File: config.mk
export PLATFORM = sky130hd
export DESIGN_NAME = display_top
export DESIGN_NICKNAME = d
export VERILOG_FILES = /design/src/hdl/calc_data_pkg.sv /design/src/hdl/display_pkg.sv /design/src/hdl/digit_select.sv /design/src/hdl/display_top.sv /design/src/hdl/refresh_timer.sv /design/src/hdl/seg7_scan.sv /design/src/hdl/view_fsm.sv
export SDC_FILE = /design/constraint.sdc
export NUM_CORES = 1
export LEC_CHECK = 0
export ABC_AREA = 1
export BUFFER_PORTS_ARGS = -buffer_cell sky130_fd_sc_hd__buf_4
export CORE_MARGIN = 3
export CORE_UTILIZATION = 25
export CTS_BUF_LIST = sky130_fd_sc_hd__clkbuf_4
export DETAILED_ROUTE_END_ITERATION = 8
export PLACE_DENSITY = 0.45
export SLEW_MARGIN = 15
export SYNTH_ARGS = -nofsm -noshare
export SYNTH_HDL_FRONTEND = slang
export SYNTH_SLANG_ARGS = --single-unit
export TNS_END_PERCENT = 20
File: constraint.sdc
create_clock -name clk_100mhz -period 2.9 [get_ports clk_100mhz]
set_input_delay 0.145 -clock clk_100mhz [delete_from_list [all_inputs] [get_ports clk_100mhz]]
set_output_delay 0.145 -clock clk_100mhz [all_outputs]
set_load 0.01 [all_outputs]
File: src/hdl/calc_data_pkg.sv
`default_nettype none

// values handed to the display by the keypad entry and arithmetic blocks
package calc_data_pkg;

    // one hex or BCD digit
    typedef logic [3:0] digit_t;

    // full arithmetic result, shown as two pages of four hex digits
    typedef logic [31:0] result_t;

    // operand digits as the keypad entry block delivers them
    typedef struct packed {
        digit_t thousands;  // leftmost
        digit_t hundreds;
        digit_t tens;
        digit_t ones;       // rightmost
    } operand_digits_t;

    // bit ranges of the two result pages
    localparam int RESULT_HIGH_MSB = 31;
    localparam int RESULT_HIGH_LSB = 16;
    localparam int RESULT_LOW_MSB  = 15;
    localparam int RESULT_LOW_LSB  = 0;

endpackage

`default_nettype wire

File: src/hdl/display_pkg.sv
`default_nettype none

// display hardware vectors and the view state of the display block
package display_pkg;

    import calc_data_pkg::*;

    typedef logic [6:0] seg_t;    // active low, {g,f,e,d,c,b,a}
    typedef logic [3:0] anode_t;  // active low, bit 0 is the rightmost digit
    typedef logic [1:0] leds_t;   // mode LEDs

    localparam leds_t LEDS_INPUT       = 2'b00;
    localparam leds_t LEDS_RESULT_HIGH = 2'b10;
    localparam leds_t LEDS_RESULT_LOW  = 2'b01;

    typedef enum logic [1:0] {
        VIEW_INPUT,
        VIEW_RESULT_HIGH,
        VIEW_RESULT_LOW
    } view_t;

    // digits currently on the display, leftmost first
    typedef struct packed {
        digit_t digit_3;  // leftmost, anode bit 3
        digit_t digit_2;
        digit_t digit_1;
        digit_t digit_0;  // rightmost, anode bit 0
    } shown_digits_t;

endpackage

`default_nettype wire

File: src/hdl/digit_select.sv
`default_nettype none

module digit_select import calc_data_pkg::*, display_pkg::*; (
    input  logic            clk_100mhz,
    input  logic            reset,
    input  view_t           view,
    input  operand_digits_t operand_in,
    input  result_t         result_in,
    output shown_digits_t   shown
);

    shown_digits_t shown_next;

    always_comb begin
        case (view)
            VIEW_RESULT_HIGH:
                shown_next = shown_digits_t'(result_in[RESULT_HIGH_MSB:RESULT_HIGH_LSB]);
            VIEW_RESULT_LOW:
                shown_next = shown_digits_t'(result_in[RESULT_LOW_MSB:RESULT_LOW_LSB]);
            default: begin
                shown_next.digit_3 = operand_in.thousands;
                shown_next.digit_2 = operand_in.hundreds;
                shown_next.digit_1 = operand_in.tens;
                shown_next.digit_0 = operand_in.ones;
            end
        endcase
    end

    // one cycle behind view and the data inputs
    always_ff @(posedge clk_100mhz) begin
        if (reset)
            shown <= '0;
        else
            shown <= shown_next;
    end

endmodule

`default_nettype wire

File: src/hdl/display_top.sv
`default_nettype none

module display_top import calc_data_pkg::*, display_pkg::*; #(
    parameter int REFRESH_DIV = 100_000  // board clock cycles per digit
) (
    input  logic            clk_100mhz,
    input  logic            reset,
    input  logic            select,           // 0 operand, 1 result
    input  logic            advance_display,  // next result page
    input  result_t         result_in,
    input  operand_digits_t operand_in,
    output anode_t          an_out,
    output seg_t            seg_out,
    output leds_t           leds_out          // current view
);

    logic          scan_tick;
    view_t         view;
    shown_digits_t shown;

    refresh_timer #(
        .REFRESH_DIV(REFRESH_DIV)
    ) i_refresh_timer (
        .clk_100mhz(clk_100mhz),
        .reset     (reset),
        .scan_tick (scan_tick)
    );

    view_fsm i_view_fsm (
        .clk_100mhz     (clk_100mhz),
        .reset          (reset),
        .select         (select),
        .advance_display(advance_display),
        .view           (view),
        .leds_out       (leds_out)
    );

    digit_select i_digit_select (
        .clk_100mhz(clk_100mhz),
        .reset     (reset),
        .view      (view),
        .operand_in(operand_in),
        .result_in (result_in),
        .shown     (shown)
    );

    seg7_scan i_seg7_scan (
        .clk_100mhz(clk_100mhz),
        .reset     (reset),
        .scan_tick (scan_tick),
        .shown     (shown),
        .an_out    (an_out),
        .seg_out   (seg_out)
    );

endmodule

`default_nettype wire

File: src/hdl/refresh_timer.sv
`default_nettype none

module refresh_timer #(
    parameter int REFRESH_DIV = 100_000
) (
    input  logic clk_100mhz,
    input  logic reset,
    output logic scan_tick
);

    localparam int CNT_W = (REFRESH_DIV > 1) ? $clog2(REFRESH_DIV) : 1;

    logic [CNT_W-1:0] count;
    logic             wrap;

    assign wrap = (count == CNT_W'(REFRESH_DIV - 1));

    // tick is registered, so it lands REFRESH_DIV cycles after reset drops
    always_ff @(posedge clk_100mhz) begin
        if (reset) begin
            count     <= '0;
            scan_tick <= 1'b0;
        end else begin
            scan_tick <= wrap;
            if (wrap)
                count <= '0;
            else
                count <= count + 1'b1;
        end
    end

    // the scanner relies on a single-cycle strobe
    a_tick_single: assert property (@(posedge clk_100mhz) disable iff (reset)
        scan_tick |=> !scan_tick);

endmodule

`default_nettype wire

File: src/hdl/seg7_scan.sv
`default_nettype none

module seg7_scan import calc_data_pkg::*, display_pkg::*; (
    input  logic          clk_100mhz,
    input  logic          reset,
    input  logic          scan_tick,
    input  shown_digits_t shown,
    output anode_t        an_out,
    output seg_t          seg_out
);

    logic [1:0] pos;  // 0 is the rightmost digit
    digit_t     cur_digit;

    // hex to active-low segments, {g,f,e,d,c,b,a}
    function automatic seg_t hex_to_seg(input digit_t d);
        case (d)
            4'h0:    return 7'b1000000;
            4'h1:    return 7'b1111001;
            4'h2:    return 7'b0100100;
            4'h3:    return 7'b0110000;
            4'h4:    return 7'b0011001;
            4'h5:    return 7'b0010010;
            4'h6:    return 7'b0000010;
            4'h7:    return 7'b1111000;
            4'h8:    return 7'b0000000;
            4'h9:    return 7'b0010000;
            4'hA:    return 7'b0001000;
            4'hB:    return 7'b0000011;  // lower case b
            4'hC:    return 7'b1000110;
            4'hD:    return 7'b0100001;  // lower case d
            4'hE:    return 7'b0000110;
            default: return 7'b0001110;  // F
        endcase
    endfunction

    always_comb begin
        case (pos)
            2'd0:    cur_digit = shown.digit_0;
            2'd1:    cur_digit = shown.digit_1;
            2'd2:    cur_digit = shown.digit_2;
            default: cur_digit = shown.digit_3;
        endcase
    end

    // light the current position, then step on to the next one left
    always_ff @(posedge clk_100mhz) begin
        if (reset) begin
            pos     <= 2'd0;
            an_out  <= '1;  // all digits dark until the first tick
            seg_out <= '1;
        end else if (scan_tick) begin
            an_out  <= ~(anode_t'(1) << pos);
            seg_out <= hex_to_seg(cur_digit);
            pos     <= pos + 2'd1;  // wraps from leftmost back to rightmost
        end
    end

    a_one_anode: assert property (@(posedge clk_100mhz) disable iff (reset)
        $countones(~an_out) <= 1);

endmodule

`default_nettype wire

File: src/hdl/view_fsm.sv
`default_nettype none

module view_fsm import display_pkg::*; (
    input  logic  clk_100mhz,
    input  logic  reset,
    input  logic  select,           // 0 shows the operand, 1 the result
    input  logic  advance_display,  // button, already debounced
    output view_t view,
    output leds_t leds_out
);

    view_t view_next;
    logic  select_q;   // previous sample of select
    logic  advance_q;  // previous sample of the button
    logic  select_rise;
    logic  advance_rise;

    assign select_rise  = select && !select_q;
    assign advance_rise = advance_display && !advance_q;

    always_ff @(posedge clk_100mhz) begin
        if (reset) begin
            view      <= VIEW_INPUT;
            select_q  <= 1'b0;
            advance_q <= 1'b0;
        end else begin
            view      <= view_next;
            select_q  <= select;
            advance_q <= advance_display;
        end
    end

    always_comb begin
        view_next = view;
        if (!select) begin
            view_next = VIEW_INPUT;
        end else if (select_rise) begin
            view_next = VIEW_RESULT_HIGH;  // a new result view always starts on the high page
        end else begin
            case (view)
                VIEW_INPUT:       view_next = VIEW_RESULT_HIGH;
                VIEW_RESULT_HIGH: if (advance_rise) view_next = VIEW_RESULT_LOW;
                VIEW_RESULT_LOW:  if (advance_rise) view_next = VIEW_RESULT_HIGH;
                default:          view_next = VIEW_INPUT;
            endcase
        end
    end

    // LEDs follow the state directly
    always_comb begin
        case (view)
            VIEW_RESULT_HIGH: leds_out = LEDS_RESULT_HIGH;
            VIEW_RESULT_LOW:  leds_out = LEDS_RESULT_LOW;
            default:          leds_out = LEDS_INPUT;
        endcase
    end

    a_leds_legal: assert property (@(posedge clk_100mhz) disable iff (reset)
        leds_out != 2'b11);

endmodule

`default_nettype wire

==> results.rst, run 1 <==
.. list-table::
   :header-rows: 1

   * - Metric
     - Value
   * - Result of the run
     - completed
   * - Clock share of power
     - 30.2%
   * - DP HPWL
     - 5.14 mm
   * - Total die area
     - 12800 sq um
   * - Drt first-iter violations
     - 73
   * - Post-Syn Instances
     - 388
   * - Setup-failing EPs final
     - 0
   * - Maximum number of pins on one net before global-route repair
     - 33
   * - GR Layer Usage met1
     - 14.7%
   * - Overall overflow remaining after global route
     - 0
   * - TritonCTS clock tree
     - yes
   * - Leading cell types in the layout, fill and taps excluded
     - sky130_fd_sc_hd__nand2_1, sky130_fd_sc_hd__buf_4, sky130_fd_sc_hd__dfxtp_1
   * - Largest vdd supply drop
     - 0.000142 V
   * - Area post-placement
     - 3430 sq um
   * - Main area contributors after synthesis
     - sky130_fd_sc_hd__dfxtp_1, sky130_fd_sc_hd__nand2_1, sky130_fd_sc_hd__ha_1
   * - Clock root buffer
     - sky130_fd_sc_hd__clkbuf_4
   * - Synth Warn #
     - 0
   * - Top-level I/O count
     - 65
   * - Worst Skew
     - 0.0133 ns
   * - Inst Count DP
     - 579
   * - DRT antenna net count
     - 0
   * - Number of antenna violations at the first check in global routing
     - 0
   * - GR Layer Usage met3
     - 2.25%
   * - Area growth from synthesis to layout
     - 23.2%
   * - Synthesis-stage register bit count
     - 51
   * - Number of sinks handled by clock tree synthesis
     - 51
   * - Leakage power summed over all cells
     - 1.62 nW
   * - Post-detailed-route DRC marker count
     - 0
   * - Total count of hold-check failures in the final report
     - 0
   * - Highest fanout seen on the critical path
     - 5
   * - Most common cell after layout, fill and taps aside
     - sky130_fd_sc_hd__nand2_1
   * - Number of global-route vias before repair
     - 2442
   * - Ratio of routed vias to standard cells
     - 4.29
   * - Port bufs
     - 64
   * - Share of the cycle needed by the critical path after routing
     - 70.8%
   * - Clock transition at the register clock pins on the worst setup and hold paths after CTS
     - 0.15 ns
   * - Net Sw Frac
     - 25.6%
   * - Area of the core region
     - 11000 sq um
   * - Total of cells resized after clock tree synthesis
     - 0
   * - Sequential-to-total area share from yosys stat
     - 35.7%
   * - Fin crit period
     - 2.05 ns
   * - Post-Route Setup TNS
     - 0 ns
   * - Kind of path behind the tightest hold check
     - input pin to register
   * - Minimum hold slack
     - 0.0273 ns
   * - Final Max Slew Viols
     - 0
   * - Syn_nets
     - 457
   * - CTS buffer count
     - 5
   * - GR Util met2
     - 15.6%
   * - Max Fclk
     - 0.487 GHz
   * - Antenna cells
     - 0
   * - H-tree levels
     - 2
   * - Crit Path Class
     - register to register
   * - Post-synth design cell area
     - 2860 sq um
   * - Drt pass-1 iters
     - 4
   * - Effective utilization at floorplan
     - 25.9%
   * - Total internal power
     - 1.01 mW
   * - Post-CTS setup-driven buffer insertion count
     - 0
   * - Fraction of layout cells with a size suffix above 1
     - 26.8%
   * - Bufs on Longest Clock Path
     - 2
   * - Power per standard cell area
     - 386 nW/um^2
   * - Sum of routed wire length over all layers
     - 6.50 mm
   * - Transition time at the pin with the least slew margin
     - 0.831 ns
   * - First-pass GRT wire length
     - 11.2 mm
   * - Count of placed standard cells in the final layout, fillers left out
     - 588
   * - RSZ-0062 raised after global routing
     - false
   * - Detailed-route wire length per cell
     - 11.1 um
   * - Tot GR Track Use
     - 10.4%
   * - Die Wd
     - 113 um
   * - Top-area cell type share of the netlist area
     - 35.7%
   * - Placement Rows
     - 38
   * - Data arrival time of the worst path
     - 2.37 ns
   * - Final weighted congestion of routability-driven global placement
     - 0.794
   * - Number of library cell types mapped by synthesis
     - 36
   * - Net switching power
     - 348 uW
   * - Seq pwr share
     - 54.3%
   * - Avg Cell Area, Syn
     - 7.37 sq um
   * - Design area
     - 3520 sq um
   * - Kind of start point of the critical path
     - register
   * - Number of inserted filler cells in the final layout
     - 1197
   * - Total number of nets in the final design
     - 516
   * - End-of-flow core utilization
     - 31.9%
   * - Chip Height
     - 113 um
   * - Cell taking the most area after synthesis
     - sky130_fd_sc_hd__dfxtp_1
   * - Data required time of the worst path
     - 3.21 ns
   * - Max Cap Viol
     - 0
   * - Worst-Skew Late Latency
     - 0.37 ns
   * - Max-slew headroom
     - 44.6%
   * - Relative contribution of combinational cells to total power
     - 15.5%
   * - Critical Path End Type
     - register
   * - Layer carrying the most global-route usage
     - met2
   * - Number of vias after detailed routing
     - 2521
-- kinds of logic after synthesis --
logic type | synth area share, %
xor gates and xnor gates | 3.37
DFF | 35.7
and+or+nand+nor | 28.9
AOI/OAI and AO/OA | 14.2
adders and majority gates | 7.44
buffers and inverters | 10.5
-- path summary, 6_finish.rpt --
check,startpoint,end,slack (ns),cells past startpoint
min,select,i_view_fsm.select_q,0.03,3
max reg2reg,i_seg7_scan.pos[0],i_seg7_scan.seg_out[3],0.85,10
max,i_seg7_scan.pos[0],i_seg7_scan.seg_out[3],0.85,10
min reg2reg,i_seg7_scan.seg_out[3],i_seg7_scan.seg_out[3],0.49,2
-- cells in the mapped netlist --
cell	number
sky130_fd_sc_hd__a211oi_1	1
sky130_fd_sc_hd__a21oi_1	16
sky130_fd_sc_hd__a31o_1	2
sky130_fd_sc_hd__a31o_2	14
sky130_fd_sc_hd__and3_1	1
sky130_fd_sc_hd__buf_12	1
sky130_fd_sc_hd__buf_2	5
sky130_fd_sc_hd__buf_6	2
sky130_fd_sc_hd__clkbuf_1	6
sky130_fd_sc_hd__dfxtp_1	51
sky130_fd_sc_hd__ha_1	17
sky130_fd_sc_hd__inv_1	50
sky130_fd_sc_hd__inv_2	4
sky130_fd_sc_hd__inv_4	1
sky130_fd_sc_hd__nand2_1	100
sky130_fd_sc_hd__nand2_2	2
sky130_fd_sc_hd__nand2_4	1
sky130_fd_sc_hd__nand3_1	15
sky130_fd_sc_hd__nand3_2	4
sky130_fd_sc_hd__nand3b_1	1
sky130_fd_sc_hd__nand4_1	4
sky130_fd_sc_hd__nor2_1	21
sky130_fd_sc_hd__nor2_2	11
sky130_fd_sc_hd__nor2_4	5
sky130_fd_sc_hd__nor3_1	4
sky130_fd_sc_hd__nor3_2	3
sky130_fd_sc_hd__o21a_1	1
sky130_fd_sc_hd__o21ai_0	27
sky130_fd_sc_hd__o21ai_1	1
sky130_fd_sc_hd__o21ai_4	1
sky130_fd_sc_hd__o21bai_1	1
sky130_fd_sc_hd__o22ai_1	1
sky130_fd_sc_hd__or2_1	1
sky130_fd_sc_hd__or2_2	2
sky130_fd_sc_hd__xnor2_1	3
sky130_fd_sc_hd__xor2_1	8
-- power by group through the flow --
stage,registers (mW),clock network (mW),logic (mW)
2_1_floorplan,0.749,0,0.132
3_3_place_gp,0.756,0,0.212
3_5_place_dp,0.755,0,0.210
4_1_cts,0.740,0.434,0.213
5_1_grt,0.742,0.460,0.241
6_report,0.739,0.410,0.211
-- metrics by stage --
| stage | worst slack, ns | power [mW] |
|---|---|---|
| floorplan | 0.876 | 0.881 |
| global placement | 0.995 | 0.967 |
| detailed placement | 0.896 | 0.965 |
| CTS | 0.834 | 1.39 |
| global route | 0.582 | 1.44 |
| finish | 0.846 | 1.36 |
-- critical path, stage by stage, from the launching register on --
cell	delay (ns)
sky130_fd_sc_hd__dfxtp_1	0.42
sky130_fd_sc_hd__inv_1	0.11
sky130_fd_sc_hd__ha_1	0.27
sky130_fd_sc_hd__nand2_1	0.08
sky130_fd_sc_hd__nand2_1	0.06
sky130_fd_sc_hd__o21bai_1	0.37
sky130_fd_sc_hd__ha_1	0.33
sky130_fd_sc_hd__nand3b_1	0.16
sky130_fd_sc_hd__nand3_1	0.09
sky130_fd_sc_hd__nand3_1	0.06
sky130_fd_sc_hd__nand2_1	0.05
-- flip-flops by register name, indices dropped and copies added, names as in the netlist --
name and flops:
i_refresh_timer.count 17, i_digit_select.shown 16, i_seg7_scan.seg_out 7, i_seg7_scan.an_out 4
i_seg7_scan.pos 2, i_view_fsm.view 2, i_refresh_timer.scan_tick 1, i_view_fsm.advance_q 1
i_view_fsm.select_q 1
-- final cells by class --
cell class | count | area (sq um) | area share, %
inverter | 55 | 209 | 5.93
clock inverter | 3 | 42.5 | 1.21
multi-input combinational | 268 | 1540 | 43.7
sequential | 51 | 1020 | 29.0
timing repair buffer | 66 | 498 | 14.1
clock buffer | 5 | 37.5 | 1.07
tap | 140 | 175 | 4.97
-- metal layers --
layer,share of wire (%),routed length [um],vias to the layer above
met5,0,0,-
met4,1.9,126,0
met3,5.3,342,9
met2,41,2640,71
met1,52,3400,1096
li1,-,-,1345
-- timing repair --
| action | 4_1_cts | 5_1_grt |
|---|---|---|
| hold buffers | 1 | 0 |
| endpoints found under the setup margin | 0 | 0 |
| hold endpoints to repair | 1 | 0 |
(Power assumes the default switching activity.)
==> inputs of run 2 (changes only) <==
Settings changed: PLACE_DENSITY 0.45 to 0.47.
Clock period 2.9 ns to 1.66 ns, I/O delays scaled along.
==> run 2 against run 1 <==
Net effect:
- the run now ends with setup timing left
- worst setup slack lost 0.94 ns
- register-to-register slack lost 0.94 ns
- global-route usage grew 0.56 points
- sequential share of layout area shrank 2.5 points
- combinational power grew 110%
- critical path depth grew 3
- final area grew 10%
- count of clock-buffer cells in the layout grew 1
- largest cell class unchanged
- highest routed layer unchanged
- maximum frequency grew 17%
==> results.rst, run 2 (synthesis results as in run 1) <==
.. list-table::
   :header-rows: 1

   * - Metric
     - Value
   * - Result of the run
     - finished with violations (was completed)
   * - Violations in the final reports
     - setup timing
   * - Clock share of power
     - 24.6% (was 30.2%)
   * - Transition time at the pin with the least slew margin
     - 0.583 ns (was 0.831 ns)
   * - Area growth from synthesis to layout
     - 35.9% (was 23.2%)
   * - Cell count of the worst reg-to-reg path
     - 13 (was 10)
   * - Max Cap Viol
     - 0 (unchanged)
   * - Leading cell types in the layout, fill and taps excluded
     - sky130_fd_sc_hd__nand2_1, sky130_fd_sc_hd__buf_4, sky130_fd_sc_hd__dfxtp_1 (unchanged)
   * - Total internal power
     - 1.68 mW (was 1.01 mW)
   * - Fraction of layout cells with a size suffix above 1
     - 37.3% (was 26.8%)
   * - Setup slack on the worst flop-to-flop path
     - -0.09 ns (was 0.85 ns)
   * - Share of the cycle needed by the critical path after routing
     - 106% (was 70.8%)
   * - Power per standard cell area
     - 591 nW/um^2 (was 386 nW/um^2)
   * - Total number of nets in the final design
     - 537 (was 516)
   * - Final weighted congestion of routability-driven global placement
     - 0.833 (was 0.794)
   * - CP startpoint
     - i_seg7_scan.pos[0] (unchanged)
   * - Slowest stage cell on the critical path
     - sky130_fd_sc_hd__dfxtp_4 (was sky130_fd_sc_hd__dfxtp_1)
   * - Data required time of the worst path
     - 1.92 ns (was 3.21 ns)
   * - Design area
     - 3890 sq um (was 3520 sq um)
   * - Number of antenna violations at the first check in global routing
     - 0 (unchanged)
   * - H-tree levels
     - 2 (unchanged)
   * - Largest vdd supply drop
     - 0.000256 V (was 0.000142 V)
   * - Placement Rows
     - 38 (unchanged)
   * - Critical Path End Type
     - register (unchanged)
   * - Net Sw Frac
     - 27.1% (was 25.6%)
   * - Drt first-iter violations
     - 68 (was 73)
   * - Top-level I/O count
     - 65 (unchanged)
   * - Worst Skew
     - 0.0167 ns (was 0.0133 ns)
   * - Total Power
     - 2.30 mW (was 1.36 mW)
   * - Worst-Skew Late Latency
     - 0.36 ns (was 0.37 ns)
   * - Largest incremental delay on the critical path
     - 0.43 ns (was 0.42 ns)
   * - CTS buffer count
     - 5 (unchanged)
   * - Clock transition at the register clock pins on the worst setup and hold paths after CTS
     - 0.14 ns (was 0.15 ns)
   * - Drt pass-1 iters
     - 4 (unchanged)
   * - Final Max Slew Viols
     - 0 (unchanged)
   * - Setup slack of the critical path after layout
     - -0.0944 ns (was 0.846 ns)
   * - Max-slew headroom
     - 61.1% (was 44.6%)
   * - Crit Path Class
     - register to register (unchanged)
   * - Register with the most flip-flops
     - i_refresh_timer.count (unchanged)
   * - Number of global-route vias before repair
     - 2621 (was 2442)
   * - Antenna cells
     - 0 (unchanged)
   * - Number of vias after detailed routing
     - 2643 (was 2521)
   * - Overall overflow remaining after global route
     - 0 (unchanged)
   * - Bufs on Longest Clock Path
     - 2 (unchanged)
   * - End of the worst register-to-register path
     - i_seg7_scan.seg_out[5] (was i_seg7_scan.seg_out[3])
   * - Relative contribution of combinational cells to total power
     - 19.4% (was 15.5%)
   * - TritonCTS clock tree
     - yes (unchanged)
   * - DP HPWL
     - 5.35 mm (was 5.14 mm)
   * - Data arrival time of the worst path
     - 2.02 ns (was 2.37 ns)
   * - Net switching power
     - 622 uW (was 348 uW)
   * - Chip Height
     - 113 um (unchanged)
   * - Port bufs
     - 64 (unchanged)
   * - Post-detailed-route DRC marker count
     - 0 (unchanged)
   * - Maximum number of pins on one net before global-route repair
     - 33 (unchanged)
   * - Setup-failing EPs final
     - 7 (was 0)
   * - Worst setup slack after placement
     - -0.0870 ns (was 0.896 ns)
   * - End-of-flow core utilization
     - 35.2% (was 31.9%)
   * - Leakage power summed over all cells
     - 1.72 nW (was 1.62 nW)
   * - Ratio of routed vias to standard cells
     - 4.34 (was 4.29)
   * - Effective utilization at floorplan
     - 25.9% (unchanged)
   * - Total die area
     - 12800 sq um (unchanged)
   * - First-pass GRT wire length
     - 11.8 mm (was 11.2 mm)
   * - Area of the core region
     - 11000 sq um (unchanged)
   * - Area post-placement
     - 3590 sq um (was 3430 sq um)
   * - RSZ-0062 raised after global routing
     - true (was false)
   * - Clock root buffer
     - sky130_fd_sc_hd__clkbuf_4 (unchanged)
   * - Most repeated library cell on the critical path
     - sky130_fd_sc_hd__nand2_1 (unchanged)
   * - DRT antenna net count
     - 0 (unchanged)
   * - Launch point of the worst reg-to-reg path
     - i_seg7_scan.pos[0] (unchanged)
   * - Most common cell after layout, fill and taps aside
     - sky130_fd_sc_hd__nand2_1 (unchanged)
   * - Max Fclk
     - 0.570 GHz (was 0.487 GHz)
   * - Sum of routed wire length over all layers
     - 6.81 mm (was 6.50 mm)
   * - CP Capture Point
     - i_seg7_scan.seg_out[5] (was i_seg7_scan.seg_out[3])
   * - Number of sinks handled by clock tree synthesis
     - 51 (unchanged)
   * - Die Wd
     - 113 um (unchanged)
   * - Number of flip-flops in the largest register
     - 17 (unchanged)
   * - Total count of hold-check failures in the final report
     - 0 (unchanged)
   * - Detailed-route wire length per cell
     - 11.2 um (was 11.1 um)
   * - CP Cell Sequence
     - inv_4 -> ha_4 -> nand2_2 -> nand2_2 -> o21ai_4 -> inv_2 -> ha_4 -> nand3_4 -> nand2_2 -> nand2_1 -> nand2_1 -> nand2_1 -> nand2_1 (was inv_1 -> ha_1 -> nand2_1 -> nand2_1 -> o21bai_1 -> ha_1 -> nand3b_1 -> nand3_1 -> nand3_1 -> nand2_1)
   * - Top flop regs
     - i_refresh_timer.count (17), i_digit_select.shown (16), i_seg7_scan.seg_out (7) (unchanged)
   * - Kind of start point of the critical path
     - register (unchanged)
   * - Highest fanout seen on the critical path
     - 5 (unchanged)
   * - Tot GR Track Use
     - 11.0% (was 10.4%)
   * - Fin crit period
     - 1.75 ns (was 2.05 ns)
   * - Seq pwr share
     - 56.0% (was 54.3%)
   * - Kind of path behind the tightest hold check
     - input pin to register (unchanged)
run 2: changes by cell type in the layout (fill, tap and decap cells not counted), sizes merged:
cell         change
bufinv           -1
clkbuf           +1
buf             +20
inv              -1
dlygate4sd3      +1
clkinvlp         +1
run 2: worst min path at each step:
stage	startpoint	end	slack, ns	cells after the start
finish	reset	i_view_fsm.advance_q	0.05	2
global route	result_in[31]	i_digit_select.shown[15]	0.04	4
CTS	reset	i_view_fsm.advance_q	0.03	2
detailed placement	advance_display	i_view_fsm.advance_q	0.33	3
global placement	advance_display	i_view_fsm.advance_q	0.31	3
floorplan	advance_display	i_view_fsm.advance_q	0.21	2
run 2: final cells by class:
cell class | count | area [sq um]
well taps | 140 | 175
clock buffers | 6 | 45.0
fillers | 1169 | 7140
flip-flops and latches | 51 | 1030
clock inverters | 2 | 12.5
multi-input cells | 268 | 1740
repair buffers | 87 | 674
inverters | 55 | 214
run 2: through the flow:
stage | hold slack, ns | cells | setup TNS [ns]
CTS | 0.0310 | 607 | -0.227
finish | 0.0451 | 609 | -0.442
detailed placement | 0.328 | 594 | -0.379
global route | 0.0419 | 609 | -1.33
floorplan | 0.209 | 388 | 0
global placement | 0.314 | 594 | -0.162
run 2: critical path, delay by kind of cell (launching register included):
kind	cells	cell delay (ns)
flip-flops	1	0.43
AND/OR/NAND/NOR	8	0.43
adder cells (fa/ha/maj)	2	0.36
AO/OA/AOI/OAI	1	0.26
buffers and inverters	2	0.17
run 2: repair_timing:
action                                 in CTS  in global routing
setup endpoints to repair                   7                  7
gates resized for setup                    23                 17
pin swaps                                   8                 12
hold buffers                                2                  0
endpoints found under the hold margin       2                  0
buffers inserted                            3                  2
run 2: per-layer routing:
layer  GRT usage [%]  routed length (um)
met1            15.4                3460
met2            16.8                2890
met3            2.57                 371
met4            3.21                  82
met5               0                   0
run 2: power groups by stage:
stage / sequential, mW / combinational (mW) / clock (mW)
6_report: 1.29 / 0.445 / 0.566
5_1_grt: 1.29 / 0.502 / 0.646
4_1_cts: 1.29 / 0.426 / 0.600
3_5_place_dp: 1.32 / 0.400 / 0
3_3_place_gp: 1.32 / 0.401 / 0
2_1_floorplan: 1.31 / 0.237 / 0
